**src/rtl/fetch_params.svh**
```systemverilog
`ifndef FETCH_PARAMS_SVH
`define FETCH_PARAMS_SVH

// entries per lane.
`define FETCH_DEPTH 8

// log2 of the lane depth.
`define FETCH_ADDR_BITS 3

// one 8-byte block holds four parcels.
`define FETCH_LANES 4

// free parcels kept back for an in-flight block.
`define FETCH_FULL_MARGIN 8

`endif

```
**src/rtl/fetch_pkg.sv**
```systemverilog
`default_nettype none

`include "fetch_params.svh"

package fetch_pkg;

  // one 16-bit parcel tagged with its byte address.
  typedef struct packed {
    logic [31:0] pc;
    logic [15:0] parcel;
  } parcel_entry_t;

  typedef logic [`FETCH_ADDR_BITS-1:0] lane_addr_t;

  // memory block on its way into the buffer.
  typedef struct packed {
    logic [31:0] pc;
    logic [63:0] data;
    logic        valid;
  } fetch_block_t;

endpackage

`default_nettype wire

```
**src/rtl/bank_if.sv**
```systemverilog
`timescale 1ns/1ps
`default_nettype none

`include "fetch_params.svh"

interface bank_if import fetch_pkg::*; ();

  logic          [`FETCH_LANES-1:0] wen;
  lane_addr_t    [`FETCH_LANES-1:0] waddr;
  parcel_entry_t [`FETCH_LANES-1:0] wdata;
  lane_addr_t    [`FETCH_LANES-1:0] raddr;
  parcel_entry_t [`FETCH_LANES-1:0] rdata;

  modport ctrl (
    output wen,
    output waddr,
    output wdata,
    output raddr,
    input  rdata
  );

  modport bank (
    input  wen,
    input  waddr,
    input  wdata,
    input  raddr,
    output rdata
  );

endinterface

`default_nettype wire

```
**src/rtl/buffer_bank.sv**
```systemverilog
`timescale 1ns/1ps
`default_nettype none

`include "fetch_params.svh"

module buffer_bank import fetch_pkg::*; (
  input logic  clock,
  bank_if.bank bank
);

  for (genvar i = 0; i < `FETCH_LANES; i++) begin : g_lane
    parcel_entry_t mem [`FETCH_DEPTH];

    always_ff @(posedge clock) begin
      if (bank.wen[i]) begin
        mem[bank.waddr[i]] <= bank.wdata[i];
      end
    end

    // a parcel written this cycle is visible at once.
    assign bank.rdata[i] = (bank.wen[i] && (bank.raddr[i] == bank.waddr[i])) ?
                           bank.wdata[i] : mem[bank.raddr[i]];
  end

endmodule

`default_nettype wire

```
**src/rtl/buffer_ctrl.sv**
```systemverilog
`timescale 1ns/1ps
`default_nettype none

`include "fetch_params.svh"

module buffer_ctrl import fetch_pkg::*; (
  input  logic         clock,
  input  logic         reset,
  input  fetch_block_t block,
  input  logic         clear,
  input  logic         align_pc,
  input  logic         issue_stall,
  output logic         full,
  bank_if.ctrl         bank,
  output logic         slot0_valid,
  output logic         slot1_valid,
  output logic [31:0]  slot0_pc,
  output logic [31:0]  slot1_pc,
  output logic [31:0]  slot0_instr,
  output logic [31:0]  slot1_instr
);

  localparam int PTR_BITS = `FETCH_ADDR_BITS + 2;
  localparam int CAPACITY = `FETCH_LANES * `FETCH_DEPTH;

  localparam logic [PTR_BITS-1:0] PTR_STEP = 4;
  localparam logic [PTR_BITS:0] COUNT_STEP = 4;

  // parcel-granular pointers.
  logic [PTR_BITS-1:0]     wptr;
  logic [PTR_BITS-1:0]     rptr;
  logic [PTR_BITS:0]       count;

  logic [PTR_BITS-1:0]     wptr_cur;
  logic [PTR_BITS-1:0]     rptr_cur;
  logic [PTR_BITS:0]       count_cur;
  logic                    wen;
  logic                    take_align;
  logic [PTR_BITS-1:0]     rd_base;
  logic [PTR_BITS:0]       avail;
  lane_addr_t              rd_entry;
  logic [1:0]              rd_off;
  parcel_entry_t           parcel [`FETCH_LANES];
  logic [`FETCH_LANES-1:0] comp;
  logic [2:0]              len0;
  logic [2:0]              len1;
  logic [1:0]              lane1;
  logic [2:0]              used;
  logic [PTR_BITS-1:0]     wptr_next;
  logic [PTR_BITS-1:0]     rptr_next;
  logic [PTR_BITS:0]       count_next;

  // redirect empties the buffer in the same cycle.
  assign wptr_cur   = clear ? '0 : wptr;
  assign rptr_cur   = clear ? '0 : rptr;
  assign count_cur  = clear ? '0 : count;

  assign wen        = block.valid & ~clear;
  assign take_align = wen & align_pc;

  // first block after a redirect sets the read offset.
  assign rd_base  = take_align ? {wptr_cur[PTR_BITS-1:2], block.pc[2:1]} : rptr_cur;
  assign rd_entry = rd_base[PTR_BITS-1:2];
  assign rd_off   = rd_base[1:0];

  always_comb begin
    avail = count_cur;
    if (wen) begin
      avail = avail + COUNT_STEP;
    end
    if (take_align) begin
      avail = avail - {{(PTR_BITS-1){1'b0}}, block.pc[2:1]};
    end
  end

  always_comb begin
    for (int i = 0; i < `FETCH_LANES; i++) begin
      bank.wen[i]          = wen;
      bank.waddr[i]        = wptr_cur[PTR_BITS-1:2];
      bank.wdata[i].pc     = {block.pc[31:3], 2'(i), 1'b0};
      bank.wdata[i].parcel = block.data[16*i +: 16];
    end
  end

  always_comb begin
    for (int i = 0; i < `FETCH_LANES; i++) begin
      // lanes below the offset hold the next entry.
      if (i < rd_off) begin
        bank.raddr[i] = rd_entry + lane_addr_t'(1);
      end else begin
        bank.raddr[i] = rd_entry;
      end
    end
  end

  // program order.
  always_comb begin
    for (int k = 0; k < `FETCH_LANES; k++) begin
      parcel[k] = bank.rdata[2'(rd_off + k)];
      comp[k]   = ~&parcel[k].parcel[1:0];
    end
  end

  always_comb begin
    len0  = comp[0] ? 3'd1 : 3'd2;
    lane1 = len0[1:0];
    len1  = comp[lane1] ? 3'd1 : 3'd2;

    // lanes past the buffered parcels never decide a valid.
    slot0_valid = ~issue_stall & (avail != '0) & (avail >= len0);
    slot1_valid = slot0_valid & (avail > len0) & (avail >= len0 + len1);

    slot0_pc = parcel[0].pc;
    if (comp[0]) begin
      slot0_instr = {16'b0, parcel[0].parcel};
    end else begin
      slot0_instr = {parcel[1].parcel, parcel[0].parcel};
    end

    slot1_pc = parcel[lane1].pc;
    if (comp[lane1]) begin
      slot1_instr = {16'b0, parcel[lane1].parcel};
    end else begin
      slot1_instr = {parcel[lane1 + 2'd1].parcel, parcel[lane1].parcel};
    end

    used = 3'd0;
    if (slot1_valid) begin
      used = len0 + len1;
    end else if (slot0_valid) begin
      used = len0;
    end
  end

  always_comb begin
    wptr_next  = wen ? wptr_cur + PTR_STEP : wptr_cur;
    rptr_next  = rd_base + {{(PTR_BITS-3){1'b0}}, used};
    count_next = avail - {{(PTR_BITS-2){1'b0}}, used};
  end

  always_ff @(posedge clock) begin
    if (!reset) begin
      wptr  <= '0;
      rptr  <= '0;
      count <= '0;
    end else begin
      wptr  <= wptr_next;
      rptr  <= rptr_next;
      count <= count_next;
    end
  end

  assign full = int'(count) > CAPACITY - `FETCH_FULL_MARGIN;

endmodule

`default_nettype wire

```
**src/rtl/fetch_pc.sv**
```systemverilog
`timescale 1ns/1ps
`default_nettype none

module fetch_pc import fetch_pkg::*; (
  input  logic         clock,
  input  logic         reset,
  input  logic         redirect,
  input  logic [31:0]  redirect_pc,
  input  logic         full,
  output logic         mem_valid,
  output logic [31:0]  mem_addr,
  input  logic         mem_ready,
  input  logic [63:0]  mem_rdata,
  output fetch_block_t block,
  output logic         clear,
  output logic         align_pc
);

  logic        active;
  logic        outstanding;
  logic        stale;
  logic        first;
  logic [31:0] next_pc;
  logic [31:0] out_addr;
  logic        accept;

  assign mem_valid = active & ~outstanding & ~full & ~redirect;
  assign mem_addr  = {next_pc[31:3], 3'b000};

  // responses in the redirect cycle belong to the old stream.
  assign accept = mem_ready & ~stale & ~redirect;

  assign block.valid = accept;
  assign block.pc    = out_addr;
  assign block.data  = mem_rdata;

  assign clear    = redirect;
  assign align_pc = accept & first;

  always_ff @(posedge clock) begin
    if (!reset) begin
      active      <= 1'b0;
      outstanding <= 1'b0;
      stale       <= 1'b0;
      first       <= 1'b0;
    end else begin
      if (mem_valid) begin
        outstanding <= 1'b1;
      end else if (mem_ready) begin
        outstanding <= 1'b0;
      end
      if (redirect) begin
        active <= 1'b1;
        first  <= 1'b1;
        // old response still to come.
        stale  <= outstanding & ~mem_ready;
      end else if (mem_ready) begin
        stale <= 1'b0;
        if (!stale) begin
          first <= 1'b0;
        end
      end
    end
  end

  always_ff @(posedge clock) begin
    if (redirect) begin
      next_pc <= redirect_pc;
    end else if (accept) begin
      next_pc <= {out_addr[31:3], 3'b000} + 32'd8;
    end
    if (mem_valid) begin
      out_addr <= next_pc;
    end
  end

endmodule

`default_nettype wire

```
**src/rtl/fetch_unit.sv**
```systemverilog
`timescale 1ns/1ps
`default_nettype none

module fetch_unit import fetch_pkg::*; (
  input  logic        clock,
  input  logic        reset,
  input  logic        redirect,
  input  logic [31:0] redirect_pc,
  input  logic        issue_stall,
  output logic        mem_valid,
  output logic [31:0] mem_addr,
  input  logic        mem_ready,
  input  logic [63:0] mem_rdata,
  output logic        slot0_valid,
  output logic [31:0] slot0_pc,
  output logic [31:0] slot0_instr,
  output logic        slot1_valid,
  output logic [31:0] slot1_pc,
  output logic [31:0] slot1_instr
);

  fetch_block_t block;
  logic         clear;
  logic         align_pc;
  logic         full;

  bank_if bank_bus ();

  fetch_pc u_fetch_pc (
    .clock       (clock),
    .reset       (reset),
    .redirect    (redirect),
    .redirect_pc (redirect_pc),
    .full        (full),
    .mem_valid   (mem_valid),
    .mem_addr    (mem_addr),
    .mem_ready   (mem_ready),
    .mem_rdata   (mem_rdata),
    .block       (block),
    .clear       (clear),
    .align_pc    (align_pc)
  );

  buffer_ctrl u_buffer_ctrl (
    .clock       (clock),
    .reset       (reset),
    .block       (block),
    .clear       (clear),
    .align_pc    (align_pc),
    .issue_stall (issue_stall),
    .full        (full),
    .bank        (bank_bus.ctrl),
    .slot0_valid (slot0_valid),
    .slot1_valid (slot1_valid),
    .slot0_pc    (slot0_pc),
    .slot1_pc    (slot1_pc),
    .slot0_instr (slot0_instr),
    .slot1_instr (slot1_instr)
  );

  buffer_bank u_buffer_bank (
    .clock (clock),
    .bank  (bank_bus.bank)
  );

endmodule

`default_nettype wire

```
**config.mk**
```make
export PLATFORM = sky130hd
export DESIGN_NAME = fetch_unit
export DESIGN_NICKNAME = d
export VERILOG_FILES = /design/src/rtl/fetch_pkg.sv /design/src/rtl/bank_if.sv /design/src/rtl/buffer_bank.sv /design/src/rtl/buffer_ctrl.sv /design/src/rtl/fetch_pc.sv /design/src/rtl/fetch_unit.sv
export VERILOG_INCLUDE_DIRS = /design/src /design/src/rtl
export SDC_FILE = /design/constraint.sdc
export NUM_CORES = 2
export LEC_CHECK = 0
export BUFFER_PORTS_ARGS = -buffer_cell sky130_fd_sc_hd__buf_4
export CORE_ASPECT_RATIO = 0.5
export CORE_MARGIN = 3
export CORE_UTILIZATION = 45
export CTS_CLUSTER_SIZE = 10
export DETAILED_ROUTE_END_ITERATION = 10
export GPL_ROUTABILITY_DRIVEN = 0
export PLACE_DENSITY = 0.7
export SYNTH_ARGS = -nofsm -noshare
export SYNTH_HDL_FRONTEND = slang
export SYNTH_SLANG_ARGS = --single-unit
export TNS_END_PERCENT = 20
```
**constraint.sdc**
```tcl
create_clock -name clock -period 16.4 [get_ports clock]
set_input_delay 2.46 -clock clock [delete_from_list [all_inputs] [get_ports clock]]
set_output_delay 2.46 -clock clock [all_outputs]
set_load 0.05 [all_outputs]
```
Yosys cells after proc, flatten, opt, wreduce, memory -nomap -nowiden
Memory sizes are Yosys's and may differ from the RTL's.
Cells that the tools add are included.
{ "totals": {"elab_cells": 129, "ramBits": 1440, "mem_count": 4, "input_bits": 101, "reg_bits": 84, "out_inout_bits": 163} }
{ "op_classes": {"n_bitwise": 21, "mux": 46, "reduce_logical": 17, "order_cmp": 14, "add_sub_neg": 13, "eq_ne": 5} }
{ "memory_table": {"columns": ["name", "depth", "word_bits", "read_ports", "rd_clocked_by_memory_dff", "wr", "line_no", "rtl"], "rows": [
  ["u_buffer_bank.g_lane[0].mem", 8, 45, 1, 0, 1, "buffer_bank.sv:12", "parcel_entry_t mem [`FETCH_DEPTH];"],
  ["u_buffer_bank.g_lane[1].mem", 8, 45, 1, 0, 1, "buffer_bank.sv:12", null],
  ["u_buffer_bank.g_lane[2].mem", 8, 45, 1, 0, 1, "buffer_bank.sv:12", null],
  ["u_buffer_bank.g_lane[3].mem", 8, 45, 1, 0, 1, "buffer_bank.sv:12", null]
]} }
{ "op_table": {"columns": ["operator", "count"], "rows": [
  ["$bmux W48 S2", 6],
  ["$mux W48", 10],
  ["$mux W32", 4],
  ["$add A32 B4 Y32 const B", 1],
  ["$mux W16", 2],
  ["$mux W5", 4],
  ["$mux W6", 3],
  ["$lt A2 B3 Y1 const B", 5],
  ["$mux W3", 5],
  ["$and A1 B1 Y1", 13],
  ["$eq A3 B3 Y1", 4],
  ["$reduce_and A2 Y1", 5],
  ["$mux W1", 9],
  ["$add A6 B3 Y6 const B", 1],
  ["$ge A3 B3 Y1 const B", 2],
  ["$ge A6 B3 Y1", 1],
  ["$ge A6 B6 Y1", 1],
  ["$gt A6 B3 Y1", 1],
  ["$gt A6 B5 Y1 const B", 1],
  ["$not A1 Y1", 6],
  ["$not A2 Y3", 2],
  ["$reduce_bool A2 Y1", 3],
  ["$reduce_bool A6 Y1", 1],
  ["$sub A6 B2 Y6", 1],
  ["other kinds (15)", 25]
]} }

Logic depth before layout (Yosys ltp)
{ "logic_depth": {"depth_word": 23, "ltp_mapped": 40, "depth_no_buf": 31} }

Cells and area by module
From an unflattened synthesis, not the netlist that was laid out.
{ "hier_totals": {"hier_cells": 4072, "hier_area_um2": 73177.7} }
{ "modules_own_cells": {"columns": ["mod", "area_each_um2", "cells_each", "seq_area_each_um2", "n_inst"], "rows": [
  ["buffer_bank", 60698.2, 2500, 46124.2, 1],
  ["buffer_ctrl", 8749.6, 1238, 280.3, 1],
  ["fetch_pc", 3729.8, 334, 2001.9, 1]
]} }

Worst setup path before layout
Ideal clock, no wire load.
{ "synth_timing": {"path_kind": "input to register", "start": "input port mem_ready", "end": "memory u_buffer_bank.g_lane[0].mem[0][0] (netlist name), enable pin", "setup_time_ps": 773, "required_ps": 15627, "n_path_buf": 2, "t_arrival_ps": 12042, "slack_ps": 3585, "cell_stages": 5, "cell_sequence": "buf_2 > nor2b_1 > clkbuf_1 > nand2_1 > nor4_1"} }
{ "synth_via": {"elab_chain_len": 5} }
{ "synth_lines": {"columns": ["item", "line_no", "rtl"], "rows": [
  ["start, declared", "fetch_unit.sv:12", "input logic mem_ready,"],
  ["$and A1 B1 Y1 (2 in series)", "fetch_pc.sv:31", "assign accept = mem_ready & ~stale & ~redirect;"],
  ["$and A1 B1 Y1", "buffer_ctrl.sv:58", "assign wen = block.valid & ~clear;"],
  ["$mux W1", "buffer_bank.sv:15", "if (bank.wen[i]) begin"],
  ["$mux W1 (not written as such)", "buffer_bank.sv:16", "mem[bank.waddr[i]] <= bank.wdata[i];"],
  ["end, declared", "buffer_bank.sv:12", null]
]} }
Every way passes these cells.

Final worst setup path
{ "layout_timing": {"start": "input port redirect", "end": "output port slot1_valid"} }
{ "layout_via": {"elab_chain_len": 20, "word_cells_on_any_way": 68, "classes_between": "add/sub (7); order compare (6); eq/ne (4); mux (25); bitwise (9); reduce/logical (13); memory (4)"} }
{ "layout_lines": {"columns": ["item", "line_no", "rtl"], "rows": [
  ["start, declared", "fetch_unit.sv:7", "input logic redirect,"],
  ["branches (longest 19 deep; another with $mem_v2 Z8 W45)", null, null],
  ["$and A1 B1 Y1 *", "buffer_ctrl.sv:111", "slot1_valid = slot0_valid & (avail > len0) & (avail >= len0 + len1);"],
  ["end, declared", "fetch_unit.sv:17", "output logic slot1_valid,"]
]} }
Every way passes the cells marked *. The select of a mux whose other input is x is not followed.

==> impl_metrics.csv <==
group,metric,value,unit
run_status,outcome,"completed",
route,dr.pass1.iters,9,
floorplanning,io_pins,264,
grt,antenna_found_initial,10,
grt,grt_max_degree,120,
clock_tree,cts_buffers,93,
logic_synthesis,synth_most_common_cell,"edfxtp_1",
timing,rsz0062_at_grt,"no",
logic_synthesis,netlist_top_cells_area,"edfxtp_1 (54%), mux4_2 (12%), mux2i_1 (8.4%), nand2_1 (5.7%), nand3_1 (3.2%)",
grt,gr-usage-all-layers,26.00,%
clock_tree,cts_setup_buffers,0,
logic_synthesis,synthArstFlopShare,0,%
critical_path,rr_worst_depth,30,
finish,fin_area,50690,µm²
critical_path,worst-path-max-fanout,52,
placed_design,io_buffers,257,
critical_path,cp_slowest_cell,"ha_1",
clock_tree,htreeDepth,3,
floorplanning,die_y,230.0,µm
floorplanning,core,98610,µm²
logic_synthesis,synth_top_area_share,53.59,%
floorplanning,die_area,104400,µm²
logic_synthesis,syn_inst,3691,
pwr,power_leakage,17.89,nW
logic_synthesis,yosysSeqAreaShare,54.39,%
clock_tree,post_cts_resized,0,
finish,final_cell_count_no_fill,5151,
critical_path,cpPeakStageDelay,1.28,ns
timing,fin_crit_sh,87.92,%
clock_tree,clkLatencyLatePin,0.69,ns
timing,hold_viol,0,
placed_design,dpl_cell_area,48080,µm²
route,routed_wirelength,138200,µm
critical_path,start_kind,"primary input",
route,drt_drc_violations_left,0,
pwr,pwr_density_cell,132.2,nW/µm²
critical_path,crit_arrival,11.96,ns
clock_tree,clockRootBuffer,"clkbuf_16",
timing,fin_crit,14.42,ns
critical_path,regToRegStartpoint,"u_fetch_pc.first$_SDFFE_PN0P_",
hold_path,hold_depth,0,
clock_tree,clk_path_buf_depth,3,
timing,relSlewSlack,10.53,%
timing,setup_viol,0,
logic_synthesis,yosysWarnings,0,
route,wl_per_cell,26.83,µm
finish,final_nets,3912,
hold_path,hold_end,"u_fetch_pc.out_addr[1]$_DFFE_PP_",
timing,clock.fmax,69.35,MHz
timing,timing.final.max_slew_violations,0,
run,max_cap_viol_count,0,
timing,setup_tns,0,ns
critical_path,critical_path_class,"primary input to output pin",
clock_tree,cts.sinks,824,
hold_path,hold_start,"u_fetch_pc.next_pc[1]$_SDFFCE_PN0P_",
logic_synthesis,synth_edf_count,806,
critical_path,cp-end-kind,"output pin",
route,ant_nets,0,
placed_design,hpwl,78090,µm
route,viasPerCell,6.382,
critical_path,reg2reg_to,"u_buffer_ctrl.rptr[4]$_SDFF_PN0_",
floorplanning,die_x,454.0,µm
timing,worst_pin_slew,1.342,ns
floorplanning,start_util,45.80,%
critical_path,required,13.94,ns
clock_tree,cts_tree,"done",
grt,grt-ovfl-total,0,
floorplanning,rows,81,
clock_tree,cts_hold_buf,0,
grt,grt_pass1_wl,204600,µm
route,num_vias,32870,
timing,final.setup_skew,0.01675,ns
route,drt-initial-drc-count,4933,
placed_design,placed_cells,5021,
logic_synthesis,synth_common_cells,"edfxtp_1 (806), nand2_1 (683), mux2i_1 (377)",
logic_synthesis,netlist_area,45160,µm²
finish,layout-drive-gt1-share,20.28,%
logic_synthesis,synth_top_flop_cell,"edfxtp_1",
clock_tree,clk_pin_slew,0.06,ns
grt,first_global_vias,32610,
logic_synthesis,synth_area_leader_cell,"edfxtp_1",
hold_path,hp-class,"register to register",
finish,area_growth_syn_to_layout,12.24,%
logic_synthesis,syn_avg_cell_area,12.24,µm²
logic_synthesis,ys_ff_latch,824,
logic_synthesis,synth.distinct_cells,77,
pwr,ir_drop,0.0001468,V
critical_path,reg2reg_slack,5.28,ns
## layer usage
metal,part of all wire (%),vias to the layer above,wire length [µm],GRT usage (%)
li1,-,14070,-,-
met1,38,16240,52320,34.39
met2,46,2134,64210,40.63
met3,11,422,15290,5.878
met4,4.6,6,6350,12.73
met5,0.034,-,47,0
## sequential cells by signal, indices dropped and copies added, names as in the netlist
signal,count
u_buffer_bank.g_lane.mem,744
u_buffer_ctrl.count,6
u_buffer_ctrl.rptr,5
u_buffer_ctrl.wptr,3
u_fetch_pc.active,1
u_fetch_pc.first,1
u_fetch_pc.next_pc,31
u_fetch_pc.out_addr,31
u_fetch_pc.outstanding,1
u_fetch_pc.stale,1
## kinds of logic after synthesis
kind of cell             after synthesis  share of synthesized area (%)
other                                  1                       0.008304
flip-flops                           824                          54.39
buffers and inverters                351                          3.427
XOR/XNOR                              59                          1.205
adder cells (fa/ha/maj)               23                         0.6871
AND/OR/NAND/NOR                     1346                          12.83
AO/OA/AOI/OAI                        408                          5.752
multiplexers                         679                          21.70
## worst max-delay path by stage
stage              start                                     endpoint  depth (start not counted)
2_1_floorplan  mem_ready  u_buffer_bank.g_lane[0].mem[0][0]$_DFFE_PP_                          5
3_3_place_gp    redirect                                  slot1_valid                         25
3_5_place_dp    redirect                                  slot1_valid                         25
4_1_cts         redirect                                  slot1_valid                         25
5_1_grt         redirect                                  slot1_valid                         25
6_report        redirect                                  slot1_valid                         25
## through the flow
stage / hold WS (ns) / utilization [%] / worst slack (ns) / total power, W
after detailed placement: 0.4140 / 48.76 / 2.119 / 0.004866
after global routing: 0.4223 / 51.40 / 1.370 / 0.006937
after global placement: 0.4095 / 48.76 / 2.330 / 0.004843
final: 0.4207 / 51.40 / 1.980 / 0.006700
after CTS: 0.4206 / 51.38 / 2.082 / 0.006709
after floorplan: 0.4003 / - / 3.585 / 0.004157
## where the power goes
part | internal (W) | switching [W] | leakage, nW
clock network | 0.00103 | 0.000827 | 1.24
registers | 0.00236 | 0.0000460 | 7.48
logic | 0.000809 | 0.00163 | 9.17
total | 0.00420 | 0.00250 | 17.9
## critical path: cells and delay by family
kind	cells	cell delay, ns
buffers and inverters	5	2.30
muxes	4	2.05
and+or+nand+nor	8	1.99
adders and majority gates	3	1.93
AOI/OAI and AO/OA	5	1.13
## cell usage in the layout, fill, tap and decap left out, drive strengths merged, types with 10 or more instances in the layout
cell | Yosys | routed
xor2 | 26 | 26
a31oi | 110 | 110
edfxtp | 806 | 806
xnor2 | 31 | 31
mux2 | 68 | 68
o21ai | 78 | 78
a21oi | 100 | 100
a22oi | 38 | 38
clkbuf | 187 | 114
nand2 | 684 | 684
mux4 | 232 | 232
a221oi | 10 | 10
buf | 138 | 323
nor2b | 17 | 17
dfxtp | 18 | 18
nor3 | 19 | 19
clkinv | 0 | 10
nor2 | 245 | 245
mux2i | 379 | 379
and2 | 26 | 26
nand2b | 14 | 14
ha | 20 | 20
inv | 26 | 24
nand3 | 287 | 287
## layout make-up
cell class                 count  area (µm²)
fill                        8200       47920
sequential                   824       24560
multi-input combinational   2520       19300
timing repair buffer         323        2450
clock buffer                 114        2416
tap                         1328        1662
clock inverter                 9       168.9
inverter                      26       110.1
antenna                        7       17.52
Power figures use the tool's default switching activity.
